[src/draw_params.svh]
`ifndef DRAW_PARAMS_SVH
`define DRAW_PARAMS_SVH

////////////////////
// Frame format
////////////////////
`define FRAME_W 160 // Pixels per line
`define FRAME_H 120 // Lines per frame

// Lines 0..114 live in the main buffer, 115..119 in the special buffer
`define MAIN_LINES 115
`define SPECIAL_BASE 18400 // MAIN_LINES * FRAME_W

////////////////////
// Scaled raster, one pixel per clk
////////////////////
`define H_FP 8 // Clocks
`define H_SYNC 16
`define H_BP 8
`define V_FP 2 // Lines
`define V_SYNC 4
`define V_BP 2

`define QUEUE_AW 6 // 64 command words

`endif

[src/drawPkg.sv]
package drawPkg;

`include "draw_params.svh"

	////////////////////
	// Datapath widths
	////////////////////
	typedef logic [15:0] cmdWordT; // Host command word
	typedef logic [2:0] colorT; // {R,G,B}
	typedef logic [7:0] coordXT; // Span end, may exceed frame width
	typedef logic [6:0] lineT; // Line number from word A
	typedef logic [14:0] pixelAddrT; // line * FRAME_W + x

	// Queue bookkeeping
	typedef logic [`QUEUE_AW-1:0] queuePtrT;
	typedef logic [`QUEUE_AW:0] queueCountT; // One extra bit so 0..64 fits

	// Raster counters
	typedef logic [7:0] hCountT; // 0..191
	typedef logic [7:0] vCountT; // 0..127

	////////////////////
	// Painter FSM
	////////////////////
	typedef enum logic [1:0]
	{
		idle, // Waiting for a full command pair
		fetchA, // Word A taken, read pointer moving to B
		fetchB, // Word B on rdData
		draw // One pixel per clock
	} painterStateT;

endpackage

[src/rasterScan.sv]
`include "draw_params.svh"

module rasterScan
(
	input logic clk,
	input logic rst,
	output drawPkg::pixelAddrT rdAddr, // To frame store
	input drawPkg::colorT rdColor, // Back one clock later
	output drawPkg::colorT color, // Blanked pixel
	output logic hsync, // Active low
	output logic vsync // Active low
);

	// Horizontal timeline: active, front porch, sync, back porch
	localparam drawPkg::hCountT hActiveEnd = drawPkg::hCountT'(`FRAME_W);
	localparam drawPkg::hCountT hSyncStart = drawPkg::hCountT'(`FRAME_W + `H_FP);
	localparam drawPkg::hCountT hSyncEnd = drawPkg::hCountT'(`FRAME_W + `H_FP + `H_SYNC);
	localparam drawPkg::hCountT hLast =
		drawPkg::hCountT'(`FRAME_W + `H_FP + `H_SYNC + `H_BP - 1); // 191

	// Vertical timeline, in lines
	localparam drawPkg::vCountT vActiveEnd = drawPkg::vCountT'(`FRAME_H);
	localparam drawPkg::vCountT vSyncStart = drawPkg::vCountT'(`FRAME_H + `V_FP);
	localparam drawPkg::vCountT vSyncEnd = drawPkg::vCountT'(`FRAME_H + `V_FP + `V_SYNC);
	localparam drawPkg::vCountT vLast =
		drawPkg::vCountT'(`FRAME_H + `V_FP + `V_SYNC + `V_BP - 1); // 127

	drawPkg::hCountT hCount;
	drawPkg::vCountT vCount;
	drawPkg::pixelAddrT addrReg; // Linear address of the current active pixel

	logic active; // Counters inside the visible area
	logic lastActive; // Bottom right pixel
	logic hsNow; // Syncs for the current counter position
	logic vsNow;

	logic activeD; // Aligned with rdColor
	logic hsD;
	logic vsD;

	assign active = (hCount < hActiveEnd) && (vCount < vActiveEnd);
	assign lastActive = (hCount == hActiveEnd - 1'b1) && (vCount == vActiveEnd - 1'b1);
	assign hsNow = !((hCount >= hSyncStart) && (hCount < hSyncEnd));
	assign vsNow = !((vCount >= vSyncStart) && (vCount < vSyncEnd)); // Steps at line start
	assign rdAddr = addrReg;

	////////////////////
	// Raster counters
	////////////////////
	always_ff @(posedge clk)
	begin
		if (rst)
		begin
			hCount <= '0;
			vCount <= '0;
			addrReg <= '0;
		end
		else
		begin
			if (hCount == hLast)
			begin
				hCount <= '0;
				if (vCount == vLast)
					vCount <= '0; // New frame
				else
					vCount <= vCount + 1'b1;
			end
			else
				hCount <= hCount + 1'b1;

			// Active pixels are contiguous in linear order
			if (lastActive)
				addrReg <= '0; // Ready for next frame, stays in range in blanking
			else if (active)
				addrReg <= addrReg + 1'b1;
		end
	end

	////////////////////
	// Output pipeline
	////////////////////
	always_ff @(posedge clk)
	begin
		if (rst)
		begin
			activeD <= 1'b0;
			hsD <= 1'b1;
			vsD <= 1'b1;
			color <= '0;
			hsync <= 1'b1;
			vsync <= 1'b1;
		end
		else
		begin
			// Match the frame store read latency
			activeD <= active;
			hsD <= hsNow;
			vsD <= vsNow;

			// Colour and syncs leave together
			color <= activeD ? rdColor : '0;
			hsync <= hsD;
			vsync <= vsD;
		end
	end

endmodule

[config.mk]
export PLATFORM = sky130hd
export DESIGN_NAME = rasterScan
export DESIGN_NICKNAME = d
export VERILOG_FILES = /design/src/drawPkg.sv /design/src/rasterScan.sv
export VERILOG_INCLUDE_DIRS = /design/src
export SDC_FILE = /design/constraint.sdc
export NUM_CORES = 1
export LEC_CHECK = 0
export BUFFER_PORTS_ARGS = -buffer_cell sky130_fd_sc_hd__buf_2
export CORE_UTILIZATION = 40
export CTS_BUF_LIST = sky130_fd_sc_hd__clkbuf_4 sky130_fd_sc_hd__clkbuf_8
export DETAILED_ROUTE_END_ITERATION = 10
export HOLD_SLACK_MARGIN = 0.05
export PLACE_DENSITY = 0.58
export SETUP_SLACK_MARGIN = 0.2
export SYNTH_ARGS = -nofsm -noshare
export SYNTH_HDL_FRONTEND = slang
export SYNTH_SLANG_ARGS = --single-unit
[constraint.sdc]
create_clock -name clk -period 2.21 [get_ports clk]
set_clock_uncertainty 0.2 [all_clocks]
set_input_delay 0 -clock clk [delete_from_list [all_inputs] [get_ports clk]]
set_output_delay 0 -clock clk [all_outputs]
set_load 0.05 [all_outputs]
==> impl_metrics.json <==
{
  "crit_path_max_fanout": 8,
  "syn2layout_area_growth_pct": 21.62,
  "place_ws_ns": 0.1370,
  "path_class": "reg -> reg",
  "synth_top_family_by_area": "simple AND/OR/NAND/NOR gates",
  "netlist_top_cells_area": "dfxtp_1 (44%), nor2_1 (4.1%), xor2_1 (4.0%)",
  "drc": 0,
  "path_clk_slew_ns": 0.07,
  "io_buffers": 24,
  "numClockSinks": 39,
  "grt-ovfl-total": 0,
  "avgSynthCellArea_um2": 9.068,
  "worst_slack_ns": 0.1895,
  "yosys_warnings": 0,
  "synth_edf_count": 0,
  "dp_cells": 264,
  "slew_headroom": 0.6631,
  "drt_pass1_iterations": 4,
  "grt_pass1_wl_mm": 6.016,
  "synthAdderAreaFrac": 0.02134,
  "row_count": 23,
  "yosys.area_share.simple": 0.2873,
  "start_kind": "register",
  "via_count": 1496,
  "rsz0062_at_grt": "true",
  "crit_required_ns": 2.23,
  "fmax_mhz": 494.9,
  "synth_compound_area_frac": 0.1181,
  "synth_nets": 202,
  "numCtsBuffers": 5,
  "vias_per_cell": 5.343,
  "die_w_um": 68.32,
  "setup_viol": 0,
  "ys_seq_area_frac": 0.4438,
  "ant_nets": 0,
  "post-route-period-util": 0.9143,
  "nNetsFinal": 237,
  "status": "complete, no violations",
  "grt_antenna_before_repair": 0,
  "crit_path_start": "hCount[6]$_SDFF_PP0_",
  "worst-slew-pin-transition_ns": 0.4927,
  "finalSetupTns_ns": 0,
  "design.die.area_mm2": 0.004667,
  "grt_pass1_vias": 1418,
  "clk_path_buf_depth": 2,
  "clockPowerShare": 0.372,
  "netSwitchingFraction": 0.2308,
  "whs_path_depth": 1,
  "synth_cell_types": 38,
  "stdcell_count": 280,
  "htreeDepth": 2,
  "n_fill_cell": 394,
  "rr_worst_depth": 4,
  "wl_mm": 3.649,
  "io_pins": 25,
  "cts_root_buffer": "clkbuf_8",
  "hold_path.class": "reg -> reg",
  "muxShareOfSynthArea": 0.01778,
  "diodes": 0,
  "synth_ff_type": "dfxtp_1",
  "synth_top_area_frac": 0.4438,
  "end_kind": "register",
  "min_from": "hsD$_SDFF_PP1_",
  "p_leak_nw": 0.8397,
  "cap_violations": 0,
  "p_switching_mw": 0.2969,
  "multi_input_area_um2": 950.9,
  "power_frac_seq": 0.563,
  "initial_core_util": 0.4275,
  "grt_usage": 0.1723,
  "grt_max_degree": 20,
  "cts_tree": "yes",
  "synth_area_mm2": 0.001759,
  "wl_per_cell_um": 13.03,
  "ir_worst_vdd_mv": 0.4354,
  "coreArea_mm2": 0.004115,
  "gp_congestion": 0.7788,
  "synth_top_cell_by_area": "dfxtp_1",
  "period_minus_slack_ns": 2.021,
  "synth_async_sr_flop_share": 0,
  "drive_gt1_frac": 0.2826,
  "finalHoldViolCount": 0,
  "p_per_area_mw_per_mm2": 601.2,
  "maxSlewViolCount": 0,
  "clkLatencyLatePin_ns": 0.28,
  "ys_seq_elements": 39,
  "synth-xor-area-share": 0.07468,
  "worstPathArrival_ns": 2.04,
  "syn_inst": 194,
  "drt_iter0_markers": 22,
  "combPwrFrac": 0.065,
  "register_area_um2": 790.8,
  "r2r-start": "hCount[6]$_SDFF_PP0_",
  "p_int_mw": 0.9893,
  "dp_hpwl_mm": 2.575,
  "die_y_um": 68.32
}
## cell usage in the layout (no fill, tap or decap), types with 2 or more instances in the layout
master / Yosys / routed
dfxtp_1: 39 / 33
dfxtp_2: 0 / 5
nand2_1: 14 / 14
nand3_1: 8 / 8
a21boi_0: 2 / 2
nor2b_1: 3 / 3
a21oi_2: 0 / 4
nor2_1: 19 / 19
o31ai_1: 7 / 7
clkbuf_8: 0 / 5
ha_1: 3 / 3
mux2i_1: 2 / 2
and3_1: 3 / 3
a21oi_1: 13 / 9
buf_4: 0 / 8
inv_1: 4 / 4
clkbuf_4: 0 / 2
or2_2: 2 / 2
xor2_1: 8 / 8
o21ai_0: 5 / 5
or4_1: 8 / 4
and2_1: 5 / 5
and4_1: 5 / 4
or4_4: 0 / 4
xnor2_1: 7 / 7
dlygate4sd3_1: 0 / 4
buf_2: 0 / 24
or3_1: 5 / 4
nor4_1: 3 / 3
nand4_1: 7 / 7
## layout make-up
class                   count  share of cell area
clock inverters             1            0.002339
clock buffers               7             0.03918
inverters                   4            0.007018
well taps                  50             0.02924
multi-input cells         142              0.4444
repair buffers             37              0.1082
flip-flops and latches     39              0.3696
## path summary, 6_finish.rpt
path	slack, ns	to
setup / recovery	0.19	rdAddr[9]$_SDFFE_PP0P_
hold / removal	0.21	hsync$_SDFF_PP1_
setup reg to reg	0.19	rdAddr[9]$_SDFFE_PP0P_
hold reg to reg	0.21	hsync$_SDFF_PP1_
## per-layer routing
| metal | part of all wire | GRT usage |
|---|---|---|
| met5 | 0 | 0 |
| met4 | 0.012 | 0.07292 |
| met3 | 0.026 | 0.04000 |
| met2 | 0.48 | 0.3027 |
| met1 | 0.48 | 0.1974 |
## sequential cells by signal (all words and copies together) (netlist names)
register  count
vsD           1
rdAddr       15
hCount        8
color         3
vsync         1
activeD       1
vCount        8
hsync         1
hsD           1
## worst max-delay path, cell delays in order, from the launching register on
cell and delay [ns]:
dfxtp_4 0.36, o21a_4 0.21, or4b_4 0.57, or4_4 0.50
a21oi_2 0.12
## cells in the mapped netlist (2+ instances only)
master	n
or4_1	8
or2_2	2
ha_1	3
nand3_1	8
nor4_1	3
a21oi_1	13
o21ai_0	5
xor2_1	8
dfxtp_1	39
and4_1	5
xnor2_1	7
mux2i_1	2
nor2_1	19
or3_1	5
a21boi_0	2
o31ai_1	7
nor2b_1	3
and3_1	3
nand4_1	7
clkbuf_1	6
nand2_1	14
and2_1	5
buf_6	2
inv_1	4
## logic make-up (layout without fill, tap and decap cells)
logic type | count (synthesis) | after routing
AO/OA/AOI/OAI | 32 | 32
buffers and inverters | 13 | 49
XOR/XNOR | 15 | 15
AND/OR/NAND/NOR | 89 | 89
adder cells (fa/ha/maj) | 3 | 3
flip-flops | 39 | 39
multiplexers | 3 | 3
## power by group through the flow
stage	logic (mW)	clock network, mW	registers (mW)
global placement	0.0735	0	0.742
finish	0.0837	0.478	0.725
CTS	0.0824	0.491	0.726
detailed placement	0.0751	0	0.742
global route	0.0908	0.520	0.727
floorplan	0.0360	0	0.765
## what timing repair did
| item | CTS | global route |
|---|---|---|
| endpoints found under the hold margin | 18 | 0 |
| hold buffers | 4 | 0 |
| resized for setup | 4 | 10 |
| setup endpoints to repair | 7 | 5 |
| setup buffers | 2 | 2 |
| pin swaps | 2 | 6 |
| gates cloned | 0 | 0 |
## through the flow
stage	hold slack (ns)	util	area [µm²]	power, mW
CTS	0.2187	0.5071	2087	1.300
floorplan	-0.07829	-	1767	0.8008
finish	0.2134	0.5199	2140	1.286
detailed placement	0.01076	0.4704	1936	0.8175
global placement	0.004084	0.4704	1936	0.8151
global route	0.2420	0.5199	2140	1.337
(Power assumes the default switching activity.)
