<file path="src/draw_params.svh">
`ifndef DRAW_PARAMS_SVH
`define DRAW_PARAMS_SVH

////////////////////
// Frame format
////////////////////
`define FRAME_W 160 // Pixels per line
`define FRAME_H 120 // Lines per frame

// Lines 0..114 live in the main buffer, 115..119 in the special buffer
`define MAIN_LINES 115
`define SPECIAL_BASE 18400 // MAIN_LINES * FRAME_W

////////////////////
// Scaled raster, one pixel per clk
////////////////////
`define H_FP 8 // Clocks
`define H_SYNC 16
`define H_BP 8
`define V_FP 2 // Lines
`define V_SYNC 4
`define V_BP 2

`define QUEUE_AW 6 // 64 command words

`endif

</file>
<file path="src/drawPkg.sv">
package drawPkg;

`include "draw_params.svh"

	////////////////////
	// Datapath widths
	////////////////////
	typedef logic [15:0] cmdWordT; // Host command word
	typedef logic [2:0] colorT; // {R,G,B}
	typedef logic [7:0] coordXT; // Span end, may exceed frame width
	typedef logic [6:0] lineT; // Line number from word A
	typedef logic [14:0] pixelAddrT; // line * FRAME_W + x

	// Queue bookkeeping
	typedef logic [`QUEUE_AW-1:0] queuePtrT;
	typedef logic [`QUEUE_AW:0] queueCountT; // One extra bit so 0..64 fits

	// Raster counters
	typedef logic [7:0] hCountT; // 0..191
	typedef logic [7:0] vCountT; // 0..127

	////////////////////
	// Painter FSM
	////////////////////
	typedef enum logic [1:0]
	{
		idle, // Waiting for a full command pair
		fetchA, // Word A taken, read pointer moving to B
		fetchB, // Word B on rdData
		draw // One pixel per clock
	} painterStateT;

endpackage

</file>
<file path="src/spanPainter.sv">
`include "draw_params.svh"

module spanPainter
(
	input logic clk,
	input logic rst,
	input drawPkg::queueCountT count, // Queue level
	input drawPkg::cmdWordT rdData, // Registered queue output
	output logic pop,
	output logic pixelWe,
	output drawPkg::pixelAddrT pixelAddr,
	output drawPkg::colorT pixelColor,
	output logic busy
);

	drawPkg::painterStateT state;

	// Command held while drawing
	drawPkg::lineT lineReg; // From word A, bits 14:8
	drawPkg::colorT colorReg; // From word A, bits 2:0
	drawPkg::coordXT curX; // Pixel being written
	drawPkg::coordXT endX; // Last pixel of the clipped span
	drawPkg::pixelAddrT addrReg; // Running address of curX

	// Word B decode
	drawPkg::coordXT left;
	drawPkg::coordXT right;
	drawPkg::coordXT spanLo; // Ordered ends
	drawPkg::coordXT spanHi;
	drawPkg::coordXT spanEnd; // spanHi clipped to the last column

	logic start; // Command pair available in idle
	logic lineOk; // Line inside the frame
	logic spanOk; // At least one pixel on screen
	logic popWait; // rdData still on word B one clock after pop B

	////////////////////
	// Decode
	////////////////////
	assign left = rdData[15:8];
	assign right = rdData[7:0];
	assign spanLo = (left < right) ? left : right; // Either order allowed
	assign spanHi = (left < right) ? right : left;
	assign spanEnd = (spanHi > drawPkg::coordXT'(`FRAME_W - 1)) ?
		drawPkg::coordXT'(`FRAME_W - 1) : spanHi;

	assign lineOk = (lineReg < drawPkg::lineT'(`FRAME_H));
	assign spanOk = (spanLo < drawPkg::coordXT'(`FRAME_W)); // Fully off-screen span draws nothing

	// Never start on a lone word, both halves must be queued
	assign start = (state == drawPkg::idle) && (count >= drawPkg::queueCountT'(2)) && !popWait;

	////////////////////
	// Outputs
	////////////////////
	assign pop = start || (state == drawPkg::fetchB); // Pop A, then B two clocks later
	assign pixelWe = (state == drawPkg::draw);
	assign pixelAddr = addrReg;
	assign pixelColor = colorReg;
	assign busy = (count != '0) || (state != drawPkg::idle);

	////////////////////
	// FSM
	////////////////////
	always_ff @(posedge clk)
	begin
		if (rst)
		begin
			state <= drawPkg::idle;
			popWait <= 1'b0;
		end
		else
		begin
			popWait <= (state == drawPkg::fetchB); // Skipped command returns to idle early
			case (state)
				drawPkg::idle:
				begin
					if (start)
						state <= drawPkg::fetchA;
				end
				drawPkg::fetchA: state <= drawPkg::fetchB; // rdData moving to word B
				drawPkg::fetchB:
				begin
					// Bad line or empty span, command consumed anyway
					if (lineOk && spanOk)
						state <= drawPkg::draw;
					else
						state <= drawPkg::idle;
				end
				drawPkg::draw:
				begin
					if (curX == endX)
						state <= drawPkg::idle; // Last pixel this clock
				end
				default: state <= drawPkg::idle;
			endcase
		end
	end

	////////////////////
	// Span datapath
	////////////////////
	always_ff @(posedge clk)
	begin
		if (start)
		begin
			// Word A already on rdData since the pointer is stable in idle
			lineReg <= rdData[14:8];
			colorReg <= rdData[2:0];
		end

		if (state == drawPkg::fetchB)
		begin
			curX <= spanLo;
			endX <= spanEnd;
			addrReg <= drawPkg::pixelAddrT'(lineReg) * drawPkg::pixelAddrT'(`FRAME_W)
				+ drawPkg::pixelAddrT'(spanLo); // Row base plus start column
		end
		else if (state == drawPkg::draw)
		begin
			curX <= curX + 1'b1; // Ascending order
			addrReg <= addrReg + 1'b1;
		end
	end

endmodule

</file>
<file path="config.mk">
export PLATFORM = sky130hd
export DESIGN_NAME = spanPainter
export DESIGN_NICKNAME = d
export VERILOG_FILES = /design/src/drawPkg.sv /design/src/spanPainter.sv
export VERILOG_INCLUDE_DIRS = /design/src
export SDC_FILE = /design/constraint.sdc
export NUM_CORES = 1
export LEC_CHECK = 0
export BUFFER_PORTS_ARGS = -buffer_cell sky130_fd_sc_hd__clkbuf_2
export CORE_MARGIN = 2
export CORE_UTILIZATION = 53
export CTS_BUF_LIST = sky130_fd_sc_hd__clkbuf_8
export DETAILED_ROUTE_END_ITERATION = 10
export GPL_TIMING_DRIVEN = 0
export PLACE_DENSITY = 0.78
export REMOVE_ABC_BUFFERS = 1
export SYNTH_ARGS = -nofsm -noshare
export SYNTH_HDL_FRONTEND = slang
export SYNTH_SLANG_ARGS = --single-unit
</file>
<file path="constraint.sdc">
create_clock -name clk -period 4 [get_ports clk]
set_clock_uncertainty 0.2 [all_clocks]
set_input_delay 0.6 -clock clk [delete_from_list [all_inputs] [get_ports clk]]
set_output_delay 0.6 -clock clk [all_outputs]
set_load 0.05 [all_outputs]
</file>
==> qor.yml <==
global_route:
  grt_pass1_vias: 2189
  grt_overflow_total: 0
  grt_usage_pct: 21.5
  grt_pass1_wl_um: 10400
  grt_antenna_before_repair: 0
  maximum_number_of_pins_on_one_net_before_global_route_repair: 47
route:
  routed_wire_length_per_instance_um: 15.1
  route.vias.total: 2341
  total_drc_errors_in_the_routed_layout: 0
  avg_vias_per_cell: 5.64
  firstDrtPassIters: 4
  drt_iter0_markers: 151
  drt.antenna.violating_nets: 0
  routed_wl_um: 6250
critical_path:
  crit-reg2reg-capture: "pixelAddr[13]$_DFFE_PP_"
  path_cells: "clkbuf_2 -> inv_1 -> ha_1 -> and4_1 -> o21ai_1 -> o21ai_4 -> buf_8 -> mux2_2 -> ha_1 -> inv_1 -> fa_1 -> nor2b_2 -> a211oi_2 -> or4_1 -> a31oi_1"
  critPathRequiredTime_ns: 3.93
  regToRegStartpoint: "lineReg[1]$_DFFE_PP_"
  worst-path-max-fanout: 17
  critPathTopFamily: "adder cells"
  criticalPathCategory: "input pin to register"
  worst-r2r-cell-count: 10
  cp_slowest_stage_delay_ns: 0.51
  worst_setup_path_end_kind: "register"
  start_kind: "input pin"
  cp_slowest_cell: "sky130_fd_sc_hd__or4_1"
  arrival_ns: 3.76
  setup.reg_to_reg.worst_slack_ns: 0.82
  timing.critical_path.buf_inv: 4
clock_tree:
  cts_buffers: 5
  largest_buffer_count_on_any_clock_path: 2
  tritoncts: "built"
  cts.sinks: 44
  clock_latency_ns: 0.31
  cts.reportedPaths.clkPinSlew_ns: 0.09
  htree_num_levels: 2
  root_buffer: "sky130_fd_sc_hd__clkbuf_8"
synthesis:
  yosys_register_bits: 44
  synth_area_per_cell_um2: 10.1
  syn_inst: 296
  ys_dominant_reg_cell: "sky130_fd_sc_hd__edfxtp_1"
  synthArstFlopShare_pct: 0
  synth.yosys.seq_area_share_pct: 43.1
  synth_enable_flop_cells: 41
  yosys.cell_types.count: 50
  yosysWarnings: 0
  synthesis.area_um2: 2990
place:
  place_congestion: 0.875
  port_buffers: 45
  dpl.cell_count: 406
  detailedPlacementHpwl_um: 4800
power:
  vdd.ir_drop.worst_v: 0.000512
  p_per_area_nw_per_um2: 833
  static-leakage-power_uw: 0.00137
sta:
  tightestPinTransition_ns: 0.753
  final_hold_viol_count: 0
  whs_ns: 0.279
  finalSetupViolations: 0
  slew-limit-headroom_pct: 49.7
  post-route-min-period_ns: 3.82
  rsz0062_at_grt: "false"
  finalCritPeriodShare_pct: 95.5
  maxClockFrequency_mhz: 262
  slew_violations: 0
layout:
  n_fill_cell: 467
  register_area_um2: 1290
  fin_cells: 415
  multiInputGateArea_um2: 1630
  drive_above_1_share_pct: 21.3
  syn_to_final_growth_pct: 15.1
  diodes_inserted: 0
  finalNetCount: 390
hold_path:
  min-delay-start: "rdData[2]"
  worstHoldPathCells: 1
  worst_hold_path.endpoint: "pixelColor[2]$_DFFE_PP_"
  holdCritPathClass: "input pin to register"
floorplanning:
  floorplan.initialDensity_pct: 54.7
  die_h_um: 79.1
  chipWidth_um: 79.1
  row_count: 27
  io_pins: 46
  die_area_um2: 6260
  floorplan.core_area_um2: 5470
run_status:
  outcome: "finished clean"
flow_run:
  drv.max_cap_violation_count: 0
==> worst register-to-register path, delay by kind of cell, from the launching register on <==
family          cells  cell delay [ns]
compound gates      2             0.35
buf+inv             1             0.06
fa+ha+maj           3             0.90
xor+xnor            1             0.30
flops               1             0.45
simple gates        3             0.75
==> layer usage <==
metal | GRT usage (%) | wire length, um | part of all wire, % | up-vias
met5 | 0 | 0 | 0 | -
li1 | - | - | - | 1182
met4 | 9.31 | 172 | 2.8 | 0
met1 | 29.1 | 2820 | 45 | 1077
met3 | 3.30 | 301 | 4.8 | 16
met2 | 34.4 | 2950 | 47 | 66
==> layout by cell type, fill, tap and decap left out, types with 3 or more instances in the layout <==
cell type / n
sky130_fd_sc_hd__nor4_1: 4
sky130_fd_sc_hd__xnor2_1: 11
sky130_fd_sc_hd__mux2i_1: 6
sky130_fd_sc_hd__clkbuf_2: 45
sky130_fd_sc_hd__o21ai_0: 16
sky130_fd_sc_hd__a211oi_2: 3
sky130_fd_sc_hd__and3_1: 3
sky130_fd_sc_hd__xor2_1: 19
sky130_fd_sc_hd__a31oi_1: 4
sky130_fd_sc_hd__nor2b_1: 4
sky130_fd_sc_hd__nand4_1: 4
sky130_fd_sc_hd__or3_1: 3
sky130_fd_sc_hd__nand3_1: 11
sky130_fd_sc_hd__clkbuf_8: 5
sky130_fd_sc_hd__a21o_1: 3
sky130_fd_sc_hd__nand2b_1: 3
sky130_fd_sc_hd__edfxtp_1: 41
sky130_fd_sc_hd__a21oi_1: 17
sky130_fd_sc_hd__o211ai_1: 6
sky130_fd_sc_hd__nor3_1: 4
sky130_fd_sc_hd__ha_1: 21
sky130_fd_sc_hd__nor2_1: 27
sky130_fd_sc_hd__inv_1: 16
sky130_fd_sc_hd__nand2_1: 20
==> Yosys cell counts, types with 2 or more instances <==
| master | instances | area share (%) |
|---|---|---|
| sky130_fd_sc_hd__a211oi_2 | 3 | 1.3 |
| sky130_fd_sc_hd__a21o_1 | 3 | 0.75 |
| sky130_fd_sc_hd__a21oi_1 | 18 | 3.0 |
| sky130_fd_sc_hd__a22oi_1 | 2 | 0.50 |
| sky130_fd_sc_hd__a31oi_1 | 4 | 0.84 |
| sky130_fd_sc_hd__and3_1 | 3 | 0.63 |
| sky130_fd_sc_hd__and4_1 | 2 | 0.59 |
| sky130_fd_sc_hd__buf_2 | 2 | 0.33 |
| sky130_fd_sc_hd__clkbuf_1 | 6 | 0.75 |
| sky130_fd_sc_hd__dfxtp_1 | 3 | 2.0 |
| sky130_fd_sc_hd__edfxtp_1 | 41 | 41 |
| sky130_fd_sc_hd__fa_1 | 2 | 1.3 |
| sky130_fd_sc_hd__ha_1 | 21 | 8.8 |
| sky130_fd_sc_hd__inv_1 | 17 | 2.1 |
| sky130_fd_sc_hd__mux2_2 | 2 | 0.75 |
| sky130_fd_sc_hd__mux2i_1 | 6 | 2.0 |
| sky130_fd_sc_hd__nand2_1 | 20 | 2.5 |
| sky130_fd_sc_hd__nand2b_1 | 3 | 0.63 |
| sky130_fd_sc_hd__nand3_1 | 11 | 1.8 |
| sky130_fd_sc_hd__nand3b_1 | 2 | 0.50 |
| sky130_fd_sc_hd__nand4_1 | 4 | 0.84 |
| sky130_fd_sc_hd__nor2_1 | 27 | 3.4 |
| sky130_fd_sc_hd__nor2b_1 | 5 | 1.0 |
| sky130_fd_sc_hd__nor3_1 | 4 | 0.67 |
| sky130_fd_sc_hd__nor4_1 | 4 | 0.84 |
| sky130_fd_sc_hd__o211ai_1 | 6 | 1.5 |
| sky130_fd_sc_hd__o21ai_0 | 17 | 2.8 |
| sky130_fd_sc_hd__o21bai_1 | 2 | 0.50 |
| sky130_fd_sc_hd__o22ai_1 | 2 | 0.42 |
| sky130_fd_sc_hd__o31ai_1 | 2 | 0.50 |
| sky130_fd_sc_hd__or2_2 | 2 | 0.42 |
| sky130_fd_sc_hd__or3_1 | 3 | 0.63 |
| sky130_fd_sc_hd__or4_1 | 2 | 0.50 |
| sky130_fd_sc_hd__xnor2_1 | 11 | 3.2 |
| sky130_fd_sc_hd__xor2_1 | 19 | 5.6 |
==> report_power, final <==
group / switching, uW / total (uW) / internal (uW)
sequential: 192 / 968 / 776
combinational: 992 / 1560 / 565
clock: 159 / 347 / 188
==> logic make-up after synthesis <==
family,count (synthesis),share of synthesized area [%]
flip-flops,44,43.1
AND/OR/NAND/NOR,95,16.0
XOR/XNOR,30,8.78
multiplexers,8,2.76
adder cells (fa/ha/maj),23,10.1
buffers and inverters,26,3.34
AO/OA/AOI/OAI,70,15.9
==> what timing repair did <==
action	in CTS	in global routing
setup buffers	1	0
hold buffers	0	0
hold endpoints to repair	0	0
setup endpoints to repair	5	2
pin swaps	1	0
resized for setup	3	3
==> stage by stage <==
stage	area [um^2]	TNS, ns	power (uW)	util, %	worst slack, ns
after detailed placement	3300	-2.77	2520	60.4	-0.500
final	3450	0	2870	63.0	0.178
after global routing	3450	0	3100	63.0	0.00565
after CTS	3440	0	2880	62.8	0.0961
after global placement	3270	-14.30	2440	59.8	-1.44
after floorplan	2960	-3.68	2140	-	-0.720
==> layout make-up <==
class	instances	area share, %
clock buffers	5	2.00
flip-flops and latches	44	37.5
clock inverters	3	1.34
repair buffers	48	7.41
multi-input cells	226	47.2
well taps	72	2.61
inverters	17	1.96
==> registers in the layout (all words and copies together), names as in the netlist <==
| register | count |
|---|---|
| curX | 8 |
| endX | 8 |
| lineReg | 7 |
| pixelAddr | 15 |
| pixelColor | 3 |
| popWait | 1 |
| state | 2 |
==> how the worst max path moves through the flow <==
stage	start	endpoint	slack (ns)	depth (start not counted)
floorplan	rdData[6]	pixelAddr[13]$_DFFE_PP_	-0.72	13
global placement	rdData[7]	pixelAddr[13]$_DFFE_PP_	-1.44	14
detailed placement	rdData[7]	pixelAddr[13]$_DFFE_PP_	-0.50	15
CTS	rdData[7]	pixelAddr[13]$_DFFE_PP_	0.1	15
global route	rdData[7]	pixelAddr[13]$_DFFE_PP_	0.006	15
finish	rdData[7]	pixelAddr[13]$_DFFE_PP_	0.18	15
(Power assumes the default switching activity.)
