<file path="config.mk">
export PLATFORM = sky130hd
export DESIGN_NAME = cmdQueue
export DESIGN_NICKNAME = d
export VERILOG_FILES = /design/src/drawPkg.sv /design/src/cmdQueue.sv
export VERILOG_INCLUDE_DIRS = /design/src
export SDC_FILE = /design/constraint.sdc
export NUM_CORES = 1
export LEC_CHECK = 0
export ABC_AREA = 0
export BUFFER_PORTS_ARGS = -buffer_cell sky130_fd_sc_hd__buf_2
export CAP_MARGIN = 20
export CORE_MARGIN = 2
export CORE_UTILIZATION = 60
export CTS_CLUSTER_SIZE = 28
export DETAILED_ROUTE_END_ITERATION = 12
export GPL_TIMING_DRIVEN = 1
export MAX_ROUTING_LAYER = met4
export PLACE_DENSITY_LB_ADDON = 0.05
export SLEW_MARGIN = 20
export SYNTH_ARGS = -nofsm -noshare
export SYNTH_HDL_FRONTEND = slang
export SYNTH_SLANG_ARGS = --single-unit
export TNS_END_PERCENT = 10
</file>
<file path="constraint.sdc">
create_clock -name clk -period 3.45 [get_ports clk]
set_input_delay 0.5175 -clock clk [delete_from_list [all_inputs] [get_ports clk]]
set_output_delay 0.5175 -clock clk [all_outputs]
set_load 0.1 [all_outputs]
</file>
<file path="src/draw_params.svh">
`ifndef DRAW_PARAMS_SVH
`define DRAW_PARAMS_SVH

////////////////////
// Frame format
////////////////////
`define FRAME_W 160 // Pixels per line
`define FRAME_H 120 // Lines per frame

// Lines 0..114 live in the main buffer, 115..119 in the special buffer
`define MAIN_LINES 115
`define SPECIAL_BASE 18400 // MAIN_LINES * FRAME_W

////////////////////
// Scaled raster, one pixel per clk
////////////////////
`define H_FP 8 // Clocks
`define H_SYNC 16
`define H_BP 8
`define V_FP 2 // Lines
`define V_SYNC 4
`define V_BP 2

`define QUEUE_AW 6 // 64 command words

`endif

</file>
<file path="src/drawPkg.sv">
package drawPkg;

`include "draw_params.svh"

	////////////////////
	// Datapath widths
	////////////////////
	typedef logic [15:0] cmdWordT; // Host command word
	typedef logic [2:0] colorT; // {R,G,B}
	typedef logic [7:0] coordXT; // Span end, may exceed frame width
	typedef logic [6:0] lineT; // Line number from word A
	typedef logic [14:0] pixelAddrT; // line * FRAME_W + x

	// Queue bookkeeping
	typedef logic [`QUEUE_AW-1:0] queuePtrT;
	typedef logic [`QUEUE_AW:0] queueCountT; // One extra bit so 0..64 fits

	// Raster counters
	typedef logic [7:0] hCountT; // 0..191
	typedef logic [7:0] vCountT; // 0..127

	////////////////////
	// Painter FSM
	////////////////////
	typedef enum logic [1:0]
	{
		idle, // Waiting for a full command pair
		fetchA, // Word A taken, read pointer moving to B
		fetchB, // Word B on rdData
		draw // One pixel per clock
	} painterStateT;

endpackage

</file>
<file path="src/cmdQueue.sv">
`include "draw_params.svh"

module cmdQueue
(
	input logic clk,
	input logic rst,
	input logic we, // Host write strobe
	input drawPkg::cmdWordT data, // Host command word
	input logic pop, // From painter, one word per strobe
	output drawPkg::cmdWordT rdData, // Word at rdPtr, registered
	output drawPkg::queueCountT count, // Words held
	output logic full
);

	localparam int depth = 2 ** `QUEUE_AW;

	drawPkg::cmdWordT mem [0:depth-1]; // Block memory, circular
	drawPkg::queuePtrT wrPtr; // Next slot the host fills
	drawPkg::queuePtrT rdPtr; // Oldest unread word
	logic accept; // Host word actually stored

	// One slot stays empty so wrPtr never laps rdPtr
	assign full = (count == drawPkg::queueCountT'(depth - 1));
	assign accept = we && !full; // Words offered while full are lost

	////////////////////
	// Storage
	////////////////////
	always_ff @(posedge clk)
	begin
		if (accept)
			mem[wrPtr] <= data;
		rdData <= mem[rdPtr]; // Valid one clock after rdPtr settles
	end

	////////////////////
	// Pointers and level
	////////////////////
	always_ff @(posedge clk)
	begin
		if (rst)
		begin
			wrPtr <= '0;
			rdPtr <= '0;
			count <= '0;
		end
		else
		begin
			if (accept)
				wrPtr <= wrPtr + 1'b1; // Wraps at depth
			if (pop)
				rdPtr <= rdPtr + 1'b1;

			case ({accept, pop})
				2'b10: count <= count + 1'b1; // Write only
				2'b01: count <= count - 1'b1; // Pop only
				default: count <= count; // Both or neither
			endcase
		end
	end

endmodule

</file>
==> out/metrics.csv, run 1 <==
metric,value,unit
count of buffers from port buffering,43,
CTS Buf Count,103,
final design area excluding fillers,46460,um2
leakage,14.75,nW
Core ar.,67400,um2
first drt pass iteration count,5,
Setup-failing EPs final,0,
fin nets,2238,
Critical Path RT,3960,ps
hpwl dp,63620,um
Final Core Density,68.94,%
minimum clock period after layout,3156,ps
post_cts resized,0,
Synth Area in Adders,0.1527,%
Hold Crit Start,rst,
worst hold-check path type,input port to register,
"Setup Fix Bufs, Post-CTS",0,
Routed WL,100900,um
TritonCTS clock tree,built,
WP data arrival,3670,ps
Worst-Margin Slew,1104,ps
fin crit share,91.48,%
1st-iter DRT viols,2866,
largest net degree at the start of global routing,66,
post-synthesis simple-gate area fraction,2.809,%
sequential area share after synthesis,76.76,%
via count,20770,
Worst setup EP type,register,
Mapped Cells,2012,
average vias per placed instance,6.541,
Fillers,4295,
fin cells,3176,
Area growth syn-to-layout,13.40,%
multiplexer share of the synthesized area,14.95,%
Synth Area in Compound Gates,3.384,%
number of synthesized register bits,1059,
Site Rows,95,
Final ANT Viol Nets,0,
post-synthesis xor/xnor area fraction,0.2779,%
Starting Density,60.79,%
first-pass GRT wire length,145700,um
max-slew violation count,0,
DIE AREA,70390,um2
die width,265.3,um
power per cell area,588.5,nW/um2
Routed wire per std cell,31.78,um
RSZ-0062 raised after global routing,no,
fmax,316.9,MHz
Layout Skew,21.38,ps
CTS H-tree depth,3,
CTS Hold Buffers Added,0,
post-synthesis cell area,40970,um2
Die H,265.3,um
final RePlAce weighted congestion,0.9326,
"EDFF count, synth",1024,
Worst-path clk slew,60,ps
WHS,292.1,ps
Worst setup SP type,register,
Slew Limit Headroom,26.40,%
worst-case clock buffer depth,3,
main combinational cell family by area after synthesis,multiplexers,
Boundary Pins,44,
outcome,"finished, final reports clean",
vias in the first global route,20490,
initial antenna violation count,3,
critical path class,register to register,
gr ovfl total,0,
Area after DPL,43090,um2
Synth warnings,0,
async set-or-reset flop fraction in the synthesized netlist,0,%
Synth Flop Type,edfxtp_1,
Crit. Startpoint,rdPtr[1]$_SDFFE_PP0P_,
share of layout cells above drive strength 1,26.81,%
Synth cell types,59,
Crit Path Max Fanout,33,
R2R Path Start,rdPtr[1]$_SDFFE_PP0P_,
GR Util All Layers,30.27,%
Placed Instances,2981,
Max-Cap Viols,0,
Syn Area/Cell,20.36,um2
Clock Sink Count,1059,
clock root buffer,clkbuf_16,
worst skew pair latency,660,ps
DRC viols,0,
Setup TNS,0,ps
VDD IR max,0.0005067,V
final hold violations,0,
syn_nets,2037,
-- cells in the mapped netlist (4+ instances only) --
cell type  instances  share of area (%)
mux2_2            44                1.2
xnor2_1            5               0.11
a31oi_1           12               0.18
a2111oi_1          4              0.098
a211o_1           30               0.64
mux2i_1          130                3.2
nand2_1           47               0.43
nand3b_1           8               0.15
a22o_1             6               0.13
buf_6             12               0.33
nor2_1           147                1.3
o22ai_1           66                1.0
ha_1               5               0.15
xor2_1             8               0.17
a22oi_1            4              0.073
a21oi_1           21               0.26
o21ai_0            5              0.061
nand3_1            5              0.061
clkbuf_1          45               0.41
dfxtp_1           35                1.7
buf_2             31               0.38
mux4_2           191                 10
edfxtp_1        1024                 75
nor3_1            20               0.24
nor2b_1            6              0.092
buf_4              9               0.16
a221oi_1          14               0.30
a2111oi_2          7               0.26
buf_1             12               0.11
inv_1              6              0.055
-- area by class of cell --
class	count	area (um2)	share of cell area, %
flip-flops and latches	1059	31460	67.72
multi-input cells	833	8859	19.07
clock buffers	138	2905	6.253
repair buffers	210	1662	3.576
well taps	873	1092	2.351
clock inverters	55	455.4	0.9802
inverters	6	22.52	0.04847
diodes	2	5.005	0.01077
-- critical path: stages, from the launching register on --
cell and delay [ps]:
dfxtp_4 740, buf_4 370, mux2_2 360, a221oi_1 830, a21oi_1 350, a31oi_1 240, nor3_1 70
-- path summary, 6_finish.rpt --
check	to	slack [ps]	depth (start not counted)
max	rdData[0]$_DFF_P_	290	6
min	rdPtr[2]$_SDFFE_PP0P_	290	2
max reg2reg	rdData[0]$_DFF_P_	290	6
min reg2reg	wrPtr[1]$_SDFFE_PP0P_	560	2
-- through the flow --
| stage | power [mW] | setup WS (ps) |
|---|---|---|
| after floorplan | 15.79 | 50.33 |
| after global placement | 16.53 | 352.8 |
| after detailed placement | 16.55 | 366.3 |
| after CTS | 27.51 | 327.5 |
| after global routing | 28.08 | 190.4 |
| final | 27.35 | 294.0 |
-- layer usage --
layer	wire, um	track usage (%)	vias up
met5	0	-	-
met4	2332	7.222	0
met3	9077	5.943	141
met2	48000	45.22	1039
met1	41520	44.05	10900
li1	-	-	8691
-- cell families after synthesis --
family / count (synthesis)
adders and majority gates: 5
DFF: 1059
buffers and inverters: 120
AOI/OAI and AO/OA: 188
muxes: 366
xor gates and xnor gates: 13
and+or+nand+nor: 261
-- layout by cell type (no fill, tap or decap), types with 4 or more instances in the layout --
master / netlist / layout
nor2_2: 0 / 8
a31oi_1: 12 / 12
nor3_1: 20 / 20
o21ai_0: 5 / 5
edfxtp_1: 1024 / 1024
a211o_1: 30 / 30
inv_1: 6 / 6
mux4_2: 191 / 191
a21oi_1: 21 / 21
a221oi_1: 14 / 14
ha_1: 5 / 5
a2111oi_2: 7 / 7
mux2i_1: 130 / 130
o22ai_1: 66 / 66
clkbuf_16: 0 / 108
nor2b_1: 6 / 6
xnor2_1: 5 / 5
dfxtp_1: 35 / 31
buf_2: 31 / 41
clkinvlp_4: 0 / 5
a22o_1: 6 / 6
bufinv_16: 0 / 7
buf_4: 9 / 154
nand3_1: 5 / 5
clkinv_1: 0 / 24
clkbuf_8: 0 / 9
nor2_1: 147 / 139
xor2_1: 8 / 8
buf_12: 3 / 15
clkinv_2: 0 / 15
a22oi_1: 4 / 4
nand3b_1: 8 / 8
clkbuf_1: 45 / 21
nand2_1: 47 / 47
a2111oi_1: 4 / 4
mux2_2: 44 / 44
-- state kept, by name, summed over array words and instances, names as in the netlist --
| register | cells |
|---|---|
| count | 7 |
| mem | 1024 |
| rdData | 16 |
| rdPtr | 6 |
| wrPtr | 6 |
-- power by group --
group	total [mW]	switching (mW)	leakage (nW)	internal [mW]
clock	11.1	4.65	1.64	6.42
sequential	14.3	0.122	9.50	14.2
combinational	1.98	1.26	3.61	0.713
total	27.3	6.04	14.7	21.3
Note: power is estimated with default switching activity, not from simulation.
==> inputs of run 2 (changes only) <==
- TNS_END_PERCENT: 10 -> 20
- clock period: 3.45 -> 4 ns (I/O delays scaled with it)
==> out/metrics.csv, run 2 (synthesized netlist as in run 1, its figures left out) <==
metric,value,unit
WP data arrival,3810,ps
count of buffers from port buffering,43,
DRC viols,0,
critical path class,register to register,
fin crit share,82.58,%
Boundary Pins,44,
worst-case clock buffer depth,3,
Core ar.,67400,um2
final RePlAce weighted congestion,0.9035,
GR Util All Layers,30.31,%
logic gate share of total power,6.9,%
Starting Density,60.79,%
Critical Path RT,4510,ps
clock power share,41.3,%
gr ovfl total,0,
max FFs per register,1024,
Max-Cap Viols,0,
first drt pass iteration count,5,
CTS Hold Buffers Added,0,
hpwl dp,63760,um
minimum clock period after layout,3303,ps
Power Internal,18.65,mW
Die H,265.3,um
CTS Buf Count,104,
Layout Skew,22.12,ps
"Setup Fix Bufs, Post-CTS",0,
Fillers,4264,
die width,265.3,um
Setup-failing EPs final,0,
Crit Path Max Fanout,37,
1st-iter DRT viols,2599,
Flop pwr share,51.8,%
worst skew pair latency,650,ps
RSZ-0062 raised after global routing,no,
largest net degree at the start of global routing,65,
Area after DPL,42880,um2
Routed wire per std cell,32.12,um
R2R Path Start,rdPtr[0]$_SDFFE_PP0P_,
max-slew violation count,0,
fin nets,2219,
VDD IR max,0.0004509,V
Worst setup EP type,register,
share of layout cells above drive strength 1,26.19,%
vias in the first global route,20600,
Slew Limit Headroom,19.56,%
TritonCTS clock tree,built,
"leading cell types in the layout, fill and taps excluded","1,024 x edfxtp_1, 191 x mux4_2, 139 x nor2_1, 139 x buf_4, 130 x mux2i_1",
fmax,302.7,MHz
DIE AREA,70390,um2
average vias per placed instance,6.600,
r2r worst-path depth,6,
Hold Path Sink,count[1]$_SDFFE_PP0P_,
Regs by FF count,"mem: 1024 flops, rdData: 16 flops, count: 7 flops",
power per cell area,513.5,nW/um2
switch share,21.65,%
Setup TNS,0,ps
"most used cell, CP",buf_12,
NetSw,5.154,mW
via count,20840,
post_cts resized,0,
Area growth syn-to-layout,13.15,%
leakage,14.70,nW
hold path depth,2,
final hold violations,0,
Critical-path top delay cell,dfxtp_4,
first-pass GRT wire length,145500,um
Final ANT Viol Nets,0,
Worst setup SP type,register,
outcome,"finished, final reports clean",
Worst-Margin Slew,1202,ps
Top reg by flops,mem,
sequence of cells on the critical path,"buf_12, buf_12, mux4_2, a211o_1, a31oi_1, nor3_1",
Routed WL,101400,um
Reg-to-Reg End,rdData[10]$_DFF_P_,
Clock Sink Count,1059,
"commonest non-fill, non-tap cell in the layout",edfxtp_1,
Hold Crit Start,rst,
initial antenna violation count,1,
clock root buffer,clkbuf_16,
R2R Setup Slk,700,ps
final design area excluding fillers,46360,um2
Worst-path clk slew,60,ps
worst hold-check path type,input port to register,
critical path's largest stage delay,840,ps
Site Rows,95,
CTS H-tree depth,3,
[run 2: area by class of cell]
| type | instances | area (um2) | share of cell area (%) |
|---|---|---|---|
| diodes | 1 | 2.502 | 0.005398 |
| clock buffers | 136 | 2889 | 6.232 |
| clock inverters | 59 | 583.1 | 1.258 |
| inverters | 6 | 22.52 | 0.04858 |
| multi-input cells | 833 | 8859 | 19.11 |
| flip-flops and latches | 1059 | 31460 | 67.87 |
| well taps | 873 | 1092 | 2.356 |
| repair buffers | 190 | 1449 | 3.125 |
[run 2: power groups by stage]
stage               sequential (mW)  combinational [mW]  clock [mW]
floorplan                      12.8               0.861           0
global placement               12.6                1.64           0
detailed placement             12.6                1.66           0
CTS                            12.3                1.66        9.96
global route                   12.3                1.73        10.4
finish                         12.3                1.65        9.83
[run 2: per-stage QoR]
stage	total power [mW]	worst slack [ps]	hold slack, ps	cells	util (%)
6_report	23.80	696.9	368.9	3157	68.79
5_1_grt	24.42	546.9	360.7	3157	68.79
3_3_place_gp	14.20	695.2	526.2	2960	63.59
4_1_cts	23.95	675.5	338.8	3156	68.78
3_5_place_dp	14.22	681.1	559.9	2961	63.62
2_1_floorplan	13.61	600.3	511.3	2012	-
[run 2: worst max-delay path by stage]
stage                               start               endpoint  depth (start not counted)
floorplan           count[1]$_SDFFE_PP0P_  count[6]$_SDFFE_PP0P_                         12
global placement    rdPtr[0]$_SDFFE_PP0P_     rdData[10]$_DFF_P_                          6
detailed placement  rdPtr[0]$_SDFFE_PP0P_     rdData[10]$_DFF_P_                          6
CTS                 rdPtr[0]$_SDFFE_PP0P_     rdData[10]$_DFF_P_                          6
global route        rdPtr[0]$_SDFFE_PP0P_     rdData[10]$_DFF_P_                          6
finish              rdPtr[0]$_SDFFE_PP0P_     rdData[10]$_DFF_P_                          6
[run 2: per-layer routing]
metal / vias to the layer above / GRT usage [%] / part of all wire, %
met5: - / - / 0
li1: 8664 / - / -
met1: 10970 / 42.94 / 40
met4: 0 / 9.559 / 3.3
met2: 1027 / 46.02 / 48
met3: 178 / 5.166 / 8.4
[run 2: worst max-delay path, delay by kind of cell (launching register included)]
kind	cells	cell delay [ps]
flip-flops	1	840
AND/OR/NAND/NOR	1	90
buffers and inverters	2	560
AO/OA/AOI/OAI	2	940
multiplexers	1	610
